===== config.mk =====
export PLATFORM = sky130hd
export DESIGN_NAME = raster_core
export DESIGN_NICKNAME = d
export VERILOG_FILES = /design/src/logic/raster_pkg.sv /design/src/logic/raster_core.sv /design/src/logic/bary_pipe.sv /design/src/logic/pixel_scanner.sv /design/src/logic/fix_recip.sv
export SDC_FILE = /design/constraint.sdc
export NUM_CORES = 2
export LEC_CHECK = 0
export CAP_MARGIN = 20
export CORE_ASPECT_RATIO = 0.75
export CORE_MARGIN = 4
export CORE_UTILIZATION = 27
export CTS_BUF_LIST = sky130_fd_sc_hd__clkbuf_2
export DETAILED_ROUTE_END_ITERATION = 10
export DONT_BUFFER_PORTS = 1
export PLACE_DENSITY_LB_ADDON = 0.08
export SYNTH_ARGS = -nofsm -noshare
export SYNTH_HDL_FRONTEND = slang
export SYNTH_SLANG_ARGS = --single-unit

===== constraint.sdc =====
create_clock -name clk_i -period 17.2 [get_ports clk_i]
set_input_delay 1.72 -clock clk_i [delete_from_list [all_inputs] [get_ports clk_i]]
set_output_delay 1.72 -clock clk_i [all_outputs]
set_load 0.02 [all_outputs]

===== src/logic/raster_pkg.sv =====
package raster_pkg;

    // Q16.16 fixed point.
    localparam int word_width  = 32;
    localparam int decimal_pos = 16;

    localparam int screen_width  = 320;
    localparam int screen_height = 240;
    localparam int sc_width      = 9;  // wide enough for 0..319.

    localparam logic signed [word_width-1:0] word_smax = 1 << (word_width - 2);

    localparam int recip_iter = 32;  // one quotient bit per step.

    typedef enum logic [4:0] {
        s_ready,
        s_setup1, s_setup2, s_setup3, s_setup4, s_setup5, s_setup6, s_setup7,
        s_wait_recip,
        s_check_area,
        s_await_pos,
        s_run1, s_run2, s_run3, s_run4, s_run5, s_run6, s_run7, s_run8, s_run9,
        s_complete
    } bary_state_t;

    typedef enum logic {
        s_idle,
        s_emit
    } scan_state_t;

endpackage

===== src/logic/raster_core.sv =====
`timescale 1ns/1ps

module raster_core (
    input  logic                                    clk_i,
    input  logic                                    nrst_i,
    input  logic                                    run_i,
    input  logic signed [raster_pkg::word_width-1:0] v0x_i,
    input  logic signed [raster_pkg::word_width-1:0] v0y_i,
    input  logic signed [raster_pkg::word_width-1:0] v1x_i,
    input  logic signed [raster_pkg::word_width-1:0] v1y_i,
    input  logic signed [raster_pkg::word_width-1:0] v2x_i,
    input  logic signed [raster_pkg::word_width-1:0] v2y_i,
    output logic                                    pix_valid_o,
    input  logic                                    pix_ready_i,
    output logic                                    pix_last_o,
    output logic [raster_pkg::sc_width-1:0]          pix_x_o,
    output logic [raster_pkg::sc_width-1:0]          pix_y_o,
    output logic signed [raster_pkg::word_width-1:0] pix_l0_o,
    output logic signed [raster_pkg::word_width-1:0] pix_l1_o,
    output logic signed [raster_pkg::word_width-1:0] pix_l2_o,
    output logic                                    busy_o
);

    logic                                    scan_start;
    logic                                    pos_valid, pos_ready, pos_last;
    logic [raster_pkg::sc_width-1:0]          pos_x, pos_y;
    logic                                    recip_start, recip_done;
    logic signed [raster_pkg::word_width-1:0] recip_a, recip_y;

    pixel_scanner scanner_i (
        .clk_i       (clk_i),
        .nrst_i      (nrst_i),
        .start_i     (scan_start),
        .v0x_i       (v0x_i),
        .v0y_i       (v0y_i),
        .v1x_i       (v1x_i),
        .v1y_i       (v1y_i),
        .v2x_i       (v2x_i),
        .v2y_i       (v2y_i),
        .pos_valid_o (pos_valid),
        .pos_ready_i (pos_ready),
        .pos_last_o  (pos_last),
        .pos_x_o     (pos_x),
        .pos_y_o     (pos_y)
    );

    bary_pipe bary_i (
        .clk_i         (clk_i),
        .nrst_i        (nrst_i),
        .run_i         (run_i),
        .v0x_i         (v0x_i),
        .v0y_i         (v0y_i),
        .v1x_i         (v1x_i),
        .v1y_i         (v1y_i),
        .v2x_i         (v2x_i),
        .v2y_i         (v2y_i),
        .scan_start_o  (scan_start),
        .pos_valid_i   (pos_valid),
        .pos_ready_o   (pos_ready),
        .pos_last_i    (pos_last),
        .pos_x_i       (pos_x),
        .pos_y_i       (pos_y),
        .recip_start_o (recip_start),
        .recip_a_o     (recip_a),
        .recip_done_i  (recip_done),
        .recip_y_i     (recip_y),
        .pix_valid_o   (pix_valid_o),
        .pix_ready_i   (pix_ready_i),
        .pix_last_o    (pix_last_o),
        .pix_x_o       (pix_x_o),
        .pix_y_o       (pix_y_o),
        .pix_l0_o      (pix_l0_o),
        .pix_l1_o      (pix_l1_o),
        .pix_l2_o      (pix_l2_o),
        .busy_o        (busy_o)
    );

    fix_recip recip_i (
        .clk_i   (clk_i),
        .nrst_i  (nrst_i),
        .start_i (recip_start),
        .a_i     (recip_a),
        .done_o  (recip_done),
        .y_o     (recip_y)
    );

endmodule


===== src/logic/bary_pipe.sv =====
`timescale 1ns/1ps

module bary_pipe (
    input  logic                                    clk_i,
    input  logic                                    nrst_i,
    input  logic                                    run_i,
    input  logic signed [raster_pkg::word_width-1:0] v0x_i,
    input  logic signed [raster_pkg::word_width-1:0] v0y_i,
    input  logic signed [raster_pkg::word_width-1:0] v1x_i,
    input  logic signed [raster_pkg::word_width-1:0] v1y_i,
    input  logic signed [raster_pkg::word_width-1:0] v2x_i,
    input  logic signed [raster_pkg::word_width-1:0] v2y_i,
    output logic                                    scan_start_o,
    input  logic                                    pos_valid_i,
    output logic                                    pos_ready_o,
    input  logic                                    pos_last_i,
    input  logic [raster_pkg::sc_width-1:0]          pos_x_i,
    input  logic [raster_pkg::sc_width-1:0]          pos_y_i,
    output logic                                    recip_start_o,
    output logic signed [raster_pkg::word_width-1:0] recip_a_o,
    input  logic                                    recip_done_i,
    input  logic signed [raster_pkg::word_width-1:0] recip_y_i,
    output logic                                    pix_valid_o,
    input  logic                                    pix_ready_i,
    output logic                                    pix_last_o,
    output logic [raster_pkg::sc_width-1:0]          pix_x_o,
    output logic [raster_pkg::sc_width-1:0]          pix_y_o,
    output logic signed [raster_pkg::word_width-1:0] pix_l0_o,
    output logic signed [raster_pkg::word_width-1:0] pix_l1_o,
    output logic signed [raster_pkg::word_width-1:0] pix_l2_o,
    output logic                                    busy_o
);

    raster_pkg::bary_state_t state;

    // shared operators.
    logic signed [raster_pkg::word_width-1:0]   s1a, s1b, s1y;
    logic signed [raster_pkg::word_width-1:0]   a1a, a1b, a1y;
    logic signed [raster_pkg::word_width-1:0]   m1a, m1b, m1y;
    logic signed [2*raster_pkg::word_width-1:0] m1_full;

    // edge terms.
    logic signed [raster_pkg::word_width-1:0] y1my2, x2mx1, x0mx2, y2my0;

    logic signed [raster_pkg::word_width-1:0] dx, dy;
    logic signed [raster_pkg::word_width-1:0] prod;  // partial product.
    logic [raster_pkg::word_width-1:0]        px_q, py_q;

    assign s1y     = s1a - s1b;
    assign a1y     = a1a + a1b;
    assign m1_full = m1a * m1b;
    assign m1y     = m1_full[raster_pkg::decimal_pos +: raster_pkg::word_width];

    assign px_q = {{(raster_pkg::word_width - raster_pkg::sc_width - raster_pkg::decimal_pos){1'b0}},
                   pos_x_i, {raster_pkg::decimal_pos{1'b0}}};
    assign py_q = {{(raster_pkg::word_width - raster_pkg::sc_width - raster_pkg::decimal_pos){1'b0}},
                   pos_y_i, {raster_pkg::decimal_pos{1'b0}}};

    assign pos_ready_o = (state == raster_pkg::s_await_pos);
    assign busy_o      = (state != raster_pkg::s_ready);

    always_ff @(posedge clk_i or negedge nrst_i) begin
        if (!nrst_i) begin
            state         <= raster_pkg::s_ready;
            scan_start_o  <= 1'b0;
            recip_start_o <= 1'b0;
            pix_valid_o   <= 1'b0;
            pix_l0_o      <= raster_pkg::word_smax;
            pix_l1_o      <= raster_pkg::word_smax;
            pix_l2_o      <= raster_pkg::word_smax;
        end else begin
            case (state)
                raster_pkg::s_ready: begin
                    if (run_i) state <= raster_pkg::s_setup1;
                end
                raster_pkg::s_setup7: begin
                    recip_start_o <= 1'b1;
                    state         <= raster_pkg::s_wait_recip;
                end
                raster_pkg::s_wait_recip: begin
                    recip_start_o <= 1'b0;
                    if (recip_done_i) state <= raster_pkg::s_check_area;
                end
                raster_pkg::s_check_area: begin
                    if (recip_a_o < 0) begin  // negative area is front facing.
                        scan_start_o <= 1'b1;
                        state        <= raster_pkg::s_await_pos;
                    end else begin
                        state <= raster_pkg::s_ready;
                    end
                end
                raster_pkg::s_await_pos: begin
                    scan_start_o <= 1'b0;
                    if (pos_valid_i) state <= raster_pkg::s_run1;
                end
                raster_pkg::s_run5: begin
                    pix_l0_o <= m1y;
                    state    <= raster_pkg::s_run6;
                end
                raster_pkg::s_run8: begin
                    pix_l1_o <= m1y;
                    state    <= raster_pkg::s_run9;
                end
                raster_pkg::s_run9: begin
                    pix_l2_o    <= s1y;
                    pix_valid_o <= 1'b1;
                    state       <= raster_pkg::s_complete;
                end
                raster_pkg::s_complete: begin
                    if (pix_ready_i) begin
                        pix_valid_o <= 1'b0;
                        state <= pix_last_o ? raster_pkg::s_ready : raster_pkg::s_await_pos;
                    end
                end
                default: state <= raster_pkg::bary_state_t'(state + 5'd1);
            endcase
        end
    end

    always_ff @(posedge clk_i) begin
        case (state)
            raster_pkg::s_ready: begin
                s1a <= v1y_i;
                s1b <= v2y_i;
            end
            raster_pkg::s_setup1: begin
                y1my2 <= s1y;
                s1a   <= v0x_i;
                s1b   <= v2x_i;
            end
            raster_pkg::s_setup2: begin
                x0mx2 <= s1y;
                m1a   <= y1my2;
                m1b   <= s1y;
                s1a   <= v2x_i;
                s1b   <= v1x_i;
            end
            raster_pkg::s_setup3: begin
                x2mx1 <= s1y;
                prod  <= m1y;
                s1a   <= v0y_i;
                s1b   <= v2y_i;
            end
            raster_pkg::s_setup4: begin
                m1a <= x2mx1;
                m1b <= s1y;  // y0 - y2.
                s1a <= v2y_i;
                s1b <= v0y_i;
            end
            raster_pkg::s_setup5: begin
                y2my0 <= s1y;
                a1a   <= prod;
                a1b   <= m1y;
            end
            raster_pkg::s_setup6: recip_a_o <= a1y;  // doubled area.
            raster_pkg::s_await_pos: begin
                if (pos_valid_i) begin
                    pix_x_o    <= pos_x_i;
                    pix_y_o    <= pos_y_i;
                    pix_last_o <= pos_last_i;
                    s1a        <= px_q;
                    s1b        <= v2x_i;
                    dy         <= py_q;
                end
            end
            raster_pkg::s_run1: begin
                dx  <= s1y;
                m1a <= y1my2;
                m1b <= s1y;
                s1a <= dy;
                s1b <= v2y_i;
            end
            raster_pkg::s_run2: begin
                dy   <= s1y;
                prod <= m1y;
                m1a  <= x2mx1;
                m1b  <= s1y;
            end
            raster_pkg::s_run3: begin
                a1a <= prod;
                a1b <= m1y;
                m1a <= y2my0;
                m1b <= dx;
            end
            raster_pkg::s_run4: begin
                prod <= m1y;
                m1a  <= a1y;
                m1b  <= recip_y_i;
            end
            raster_pkg::s_run5: begin
                m1a <= x0mx2;
                m1b <= dy;
                s1a <= 1 << raster_pkg::decimal_pos;
                s1b <= m1y;  // 1.0 - l0.
            end
            raster_pkg::s_run6: begin
                a1a <= prod;
                a1b <= m1y;
            end
            raster_pkg::s_run7: begin
                m1a <= a1y;
                m1b <= recip_y_i;
            end
            raster_pkg::s_run8: begin
                s1a <= s1y;
                s1b <= m1y;
            end
            default: ;
        endcase
    end

endmodule


===== src/logic/pixel_scanner.sv =====
`timescale 1ns/1ps

module pixel_scanner (
    input  logic                                    clk_i,
    input  logic                                    nrst_i,
    input  logic                                    start_i,
    input  logic signed [raster_pkg::word_width-1:0] v0x_i,
    input  logic signed [raster_pkg::word_width-1:0] v0y_i,
    input  logic signed [raster_pkg::word_width-1:0] v1x_i,
    input  logic signed [raster_pkg::word_width-1:0] v1y_i,
    input  logic signed [raster_pkg::word_width-1:0] v2x_i,
    input  logic signed [raster_pkg::word_width-1:0] v2y_i,
    output logic                                    pos_valid_o,
    input  logic                                    pos_ready_i,
    output logic                                    pos_last_o,
    output logic [raster_pkg::sc_width-1:0]          pos_x_o,
    output logic [raster_pkg::sc_width-1:0]          pos_y_o
);

    raster_pkg::scan_state_t          state;
    logic [raster_pkg::sc_width-1:0] box_x0, box_x1, box_y0, box_y1;
    logic [raster_pkg::sc_width-1:0] min_x, max_x, max_y;

    function automatic logic signed [raster_pkg::word_width-1:0] min3(
        input logic signed [raster_pkg::word_width-1:0] a,
        input logic signed [raster_pkg::word_width-1:0] b,
        input logic signed [raster_pkg::word_width-1:0] c
    );
        logic signed [raster_pkg::word_width-1:0] m;
        m = (a < b) ? a : b;
        return (m < c) ? m : c;
    endfunction

    function automatic logic signed [raster_pkg::word_width-1:0] max3(
        input logic signed [raster_pkg::word_width-1:0] a,
        input logic signed [raster_pkg::word_width-1:0] b,
        input logic signed [raster_pkg::word_width-1:0] c
    );
        logic signed [raster_pkg::word_width-1:0] m;
        m = (a > b) ? a : b;
        return (m > c) ? m : c;
    endfunction

    // whole pixel of a Q16.16 value, kept on screen.
    function automatic logic [raster_pkg::sc_width-1:0] clamp(
        input logic signed [raster_pkg::word_width-1:0] v,
        input int                                      limit
    );
        logic signed [raster_pkg::word_width-1:0] iv;
        iv = v >>> raster_pkg::decimal_pos;
        if (iv < 0) return '0;
        if (iv > limit) return limit[raster_pkg::sc_width-1:0];
        return iv[raster_pkg::sc_width-1:0];
    endfunction

    assign box_x0 = clamp(min3(v0x_i, v1x_i, v2x_i), raster_pkg::screen_width - 1);
    assign box_x1 = clamp(max3(v0x_i, v1x_i, v2x_i), raster_pkg::screen_width - 1);
    assign box_y0 = clamp(min3(v0y_i, v1y_i, v2y_i), raster_pkg::screen_height - 1);
    assign box_y1 = clamp(max3(v0y_i, v1y_i, v2y_i), raster_pkg::screen_height - 1);

    assign pos_valid_o = (state == raster_pkg::s_emit);
    assign pos_last_o  = (pos_x_o == max_x) && (pos_y_o == max_y);

    always_ff @(posedge clk_i or negedge nrst_i) begin
        if (!nrst_i) begin
            state   <= raster_pkg::s_idle;
            pos_x_o <= '0;
            pos_y_o <= '0;
        end else begin
            case (state)
                raster_pkg::s_idle: begin
                    if (start_i) begin
                        state   <= raster_pkg::s_emit;
                        pos_x_o <= box_x0;
                        pos_y_o <= box_y0;
                    end
                end
                raster_pkg::s_emit: begin
                    if (pos_ready_i) begin
                        if (pos_last_o) begin
                            state <= raster_pkg::s_idle;
                        end else if (pos_x_o == max_x) begin  // next row.
                            pos_x_o <= min_x;
                            pos_y_o <= pos_y_o + 1'b1;
                        end else begin
                            pos_x_o <= pos_x_o + 1'b1;
                        end
                    end
                end
            endcase
        end
    end

    always_ff @(posedge clk_i) begin
        if (state == raster_pkg::s_idle && start_i) begin
            min_x <= box_x0;
            max_x <= box_x1;
            max_y <= box_y1;
        end
    end

endmodule


===== src/logic/fix_recip.sv =====
`timescale 1ns/1ps

module fix_recip (
    input  logic                                    clk_i,
    input  logic                                    nrst_i,
    input  logic                                    start_i,
    input  logic signed [raster_pkg::word_width-1:0] a_i,
    output logic                                    done_o,
    output logic signed [raster_pkg::word_width-1:0] y_o
);

    logic                                     active;
    logic [$clog2(raster_pkg::recip_iter)-1:0] cnt;
    logic                                     neg;
    logic                                     zero;
    logic [raster_pkg::word_width-1:0]         div;
    logic [raster_pkg::word_width-1:0]         rem;
    logic [raster_pkg::word_width-1:0]         quo;
    logic [raster_pkg::word_width:0]           rem_sh;
    logic [raster_pkg::word_width:0]           rem_sub;
    logic [raster_pkg::word_width-1:0]         rem_nxt;
    logic [raster_pkg::word_width-1:0]         quo_nxt;

    // one restoring step.
    always_comb begin
        rem_sh  = {rem, 1'b0};
        rem_sub = rem_sh - {1'b0, div};
        if (rem_sh >= {1'b0, div}) begin
            rem_nxt = rem_sub[raster_pkg::word_width-1:0];
            quo_nxt = {quo[raster_pkg::word_width-2:0], 1'b1};
        end else begin
            rem_nxt = rem_sh[raster_pkg::word_width-1:0];
            quo_nxt = {quo[raster_pkg::word_width-2:0], 1'b0};
        end
    end

    always_ff @(posedge clk_i or negedge nrst_i) begin
        if (!nrst_i) begin
            active <= 1'b0;
            cnt    <= '0;
            done_o <= 1'b0;
        end else begin
            done_o <= 1'b0;
            if (start_i && !active) begin
                active <= 1'b1;
                cnt    <= '0;
            end else if (active) begin
                cnt <= cnt + 1'b1;
                if (cnt == raster_pkg::recip_iter - 1) begin
                    active <= 1'b0;
                    done_o <= 1'b1;
                end
            end
        end
    end

    always_ff @(posedge clk_i) begin
        if (start_i && !active) begin
            rem  <= 1;  // bit 32 of the dividend 2^32.
            quo  <= '0;
            div  <= a_i[raster_pkg::word_width-1] ? -a_i : a_i;
            neg  <= a_i[raster_pkg::word_width-1];
            zero <= (a_i == 0);
        end else if (active) begin
            rem <= rem_nxt;
            quo <= quo_nxt;
            if (cnt == raster_pkg::recip_iter - 1) begin
                if (zero) y_o <= {1'b0, {(raster_pkg::word_width - 1){1'b1}}};
                else      y_o <= neg ? -quo_nxt : quo_nxt;
            end
        end
    end

endmodule


==> flow_summary.yaml <==
cells_and_area:
  num-fill-cells: 27320
  final_util_pct: 29.74
  layout_commonest_cell: "inv_1"
  area_delta_synth_final_pct: 9.427
  drive_gt1_share_pct: 9.587
  final_cell_mix: "inv_1, nand2_1, fa_1, edfxtp_1, ha_1"
  layout.nets: 8604
  postLayoutCellArea_um2: 77470
global_routing:
  grt_max_degree: 131
  overflow: 0
  grt_pass1_wl_um: 429100
  grt_use_total_pct: 22.23
  grt_pass1_vias: 54530
  antenna_found_initial: 44
placed_design:
  dp_hpwl_um: 235800
  dpl-instance-area_um2: 75340
  port_buffers: 0
  gp_congestion: 0.9002
critical_path:
  required_ps: 18390
  reg2reg_depth: 23
  cp.arrival_ps: 10920
  worstSetupPathType: "flop to flop"
  endpoint_kind: "flop"
  critPathMaxFanout: 18
  critPathLaunchType: "flop"
  r2r_start: "bary_i.m1b[5]$_DFFE_PP_"
  reg2reg_slack_ps: 7480
  reg2reg_to: "bary_i.s1b[27]$_DFFE_PP_"
die:
  ios: 313
  dieWidth_um: 599.3
  chipHeight_um: 451.5
  fp.coreArea_um2: 260500
  die_area_um2: 270600
  initial_core_util_pct: 27.18
  placementRows: 162
detailed_routing:
  wl_per_cell_um: 28.28
  drt_wl_total_um: 304100
  drc: 0
  drt_iter0_drc: 5492
  antenna_left: 0
  viasPerCell: 4.995
  vias: 53710
  first_pass_iters: 9
clocking:
  cts_resized: 0
  clock_latency_ps: 1620
  clock_sinks: 753
  cts.path.max_buffers: 4
  numCtsBuffers: 221
  htreeDepth: 4
  clk_pin_slew_ps: 170
  cts_tree: "done"
  clock_tree.root_cell: "clkbuf_2"
hold_path:
  min_from: "pix_ready_i"
  min_to: "bary_i.state[4]$_DFFE_PN0P_"
  hold_class: "input port to flop"
  hold_path_depth: 1
sta:
  relSlewSlack_pct: 16.91
  hold_viol: 0
  finalCriticalPeriod_ps: 9724
  skew_ps: 254.3
  rsz0062_at_grt: "no"
  drv_slew: 0
  worst_pin_slew_ps: 1237
  finalSetupViolCount: 0
  min_period_over_period_pct: 56.53
  tns_ps: 0
  fmax_mhz: 102.8
yosys:
  ys_seq_elements: 753
  synth_async_sr_flop_share_pct: 17.26
  synth_seq_area_share_pct: 30.13
  syn-mean-instance-area_um2: 10.02
  synth_nets: 8559
  yosys.cell_types.count: 92
  synthCells: 7064
  ys.flop_type: "edfxtp_1"
  yosys_warnings: 0
  netlist_area_um2: 70800
  synth_edf_count: 560
job:
  max_cap_viol_count: 0
status:
  status: "completed"
## synth_stat cells, types with 19 or more instances
cell type / count / share of area [%]
dfrtp_1: 127 / 4.5
edfxtp_1: 560 / 24
o211ai_1: 41 / 0.43
o31ai_1: 39 / 0.41
ha_1: 458 / 8.1
o21a_1: 32 / 0.34
nor3_1: 42 / 0.30
nand2b_1: 64 / 0.57
nand4_1: 67 / 0.59
dfxtp_1: 63 / 1.8
mux2i_1: 76 / 1.1
o21ai_0: 297 / 2.1
a31oi_1: 42 / 0.37
a22oi_1: 64 / 0.68
xor2_1: 70 / 0.87
buf_1: 19 / 0.10
xnor2_1: 151 / 1.9
fa_1: 841 / 24
and3_1: 36 / 0.32
a222oi_1: 103 / 1.5
mux2_2: 104 / 1.7
nand3_1: 116 / 0.82
a21o_1: 107 / 1.1
a21oi_1: 232 / 1.6
inv_1: 1064 / 5.6
a211oi_1: 30 / 0.32
clkbuf_1: 314 / 1.7
and2_1: 455 / 4.0
nor2_1: 219 / 1.2
nor4_1: 20 / 0.18
or3_1: 21 / 0.19
nand2_1: 892 / 4.7
nor2b_1: 60 / 0.53
## worst max-delay path: stages, from the launching register on
cell and delay (ps):
edfxtp_1 790, buf_4 480, and2_1 220, fa_1 410
fa_1 500, fa_1 510, inv_1 40, fa_1 470
inv_1 60, fa_1 480, fa_1 570, fa_1 430
fa_1 450, ha_1 390, a21oi_1 670, o211ai_1 160
a41oi_1 240, nor2_1 80, a21oi_2 370, a31oi_1 450
a21o_1 350, a21bo_2 220, xnor2_1 770, o211ai_1 280
## per-stage QoR
stage | worst slack (ps) | cells | hold slack (ps)
global placement | 7600 | 10320 | 400.8
detailed placement | 7539 | 10320 | 404.5
finish | 7476 | 10750 | 345.8
global route | 7069 | 10740 | 121.6
floorplan | 9876 | 7064 | 400.3
CTS | 7450 | 10720 | 21.27
## worst max path at each step
stage | from | to | slack, ps | cells past startpoint
after global routing | bary_i.m1b[6]$_DFFE_PP_ | bary_i.s1b[27]$_DFFE_PP_ | 7070 | 26
final | bary_i.m1b[5]$_DFFE_PP_ | bary_i.s1b[27]$_DFFE_PP_ | 7480 | 23
after CTS | bary_i.m1b[2]$_DFFE_PP_ | bary_i.s1b[27]$_DFFE_PP_ | 7450 | 27
after global placement | bary_i.m1b[2]$_DFFE_PP_ | bary_i.s1b[27]$_DFFE_PP_ | 7600 | 27
after floorplan | bary_i.m1a[31]$_DFFE_PP_ | bary_i.s1b[31]$_DFFE_PP_ | 9880 | 27
after detailed placement | bary_i.m1b[5]$_DFFE_PP_ | bary_i.pix_l0_o[27]$_DFFE_PN0N_ | 7540 | 24
## layout make-up
class,instances,area (µm²),share of cell area [%]
Antenna cell,27,67.56,0.08721
Clock buffer,326,1632,2.106
Clock inverter,69,347.8,0.4490
Inverter,1064,3994,5.155
Multi-Input combinational cell,4900,44470,57.40
Sequential cell,753,21340,27.54
Tap cell,3444,4309,5.562
Timing Repair Buffer,169,1319,1.702
## per-layer routing
metal  up-vias  GRT usage (%)  wire (µm)
met4         0          5.467       7736
met3       331          6.338      27720
met1     27470          34.52     151400
met5         -              0          0
li1      23790              -          -
met2      2110          29.68     117300
## kinds of logic (layout without fill, tap and decap cells)
| group | after synthesis | in the layout | synth area share [%] |
|---|---|---|---|
| AO/OA/AOI/OAI | 1134 | 1134 | 10.70 |
| XOR/XNOR | 222 | 222 | 2.773 |
| adder cells (fa/ha/maj) | 1299 | 1299 | 31.87 |
| buffers and inverters | 1411 | 1628 | 7.521 |
| flip-flops | 753 | 753 | 30.13 |
| multiplexers | 184 | 184 | 2.806 |
| other | 1 | 28 | 0.005297 |
| AND/OR/NAND/NOR | 2060 | 2060 | 14.19 |
## repair_timing
| item | 4_1_cts | 5_1_grt |
|---|---|---|
| endpoints found under the hold margin | 130 | 0 |
| buffers inserted | 0 | 0 |
| hold buffers | 2 | 0 |
Power is left out: the tool's default activity adds up to more than one toggle a clock period on the data nets, which glitch-free logic cannot reach.
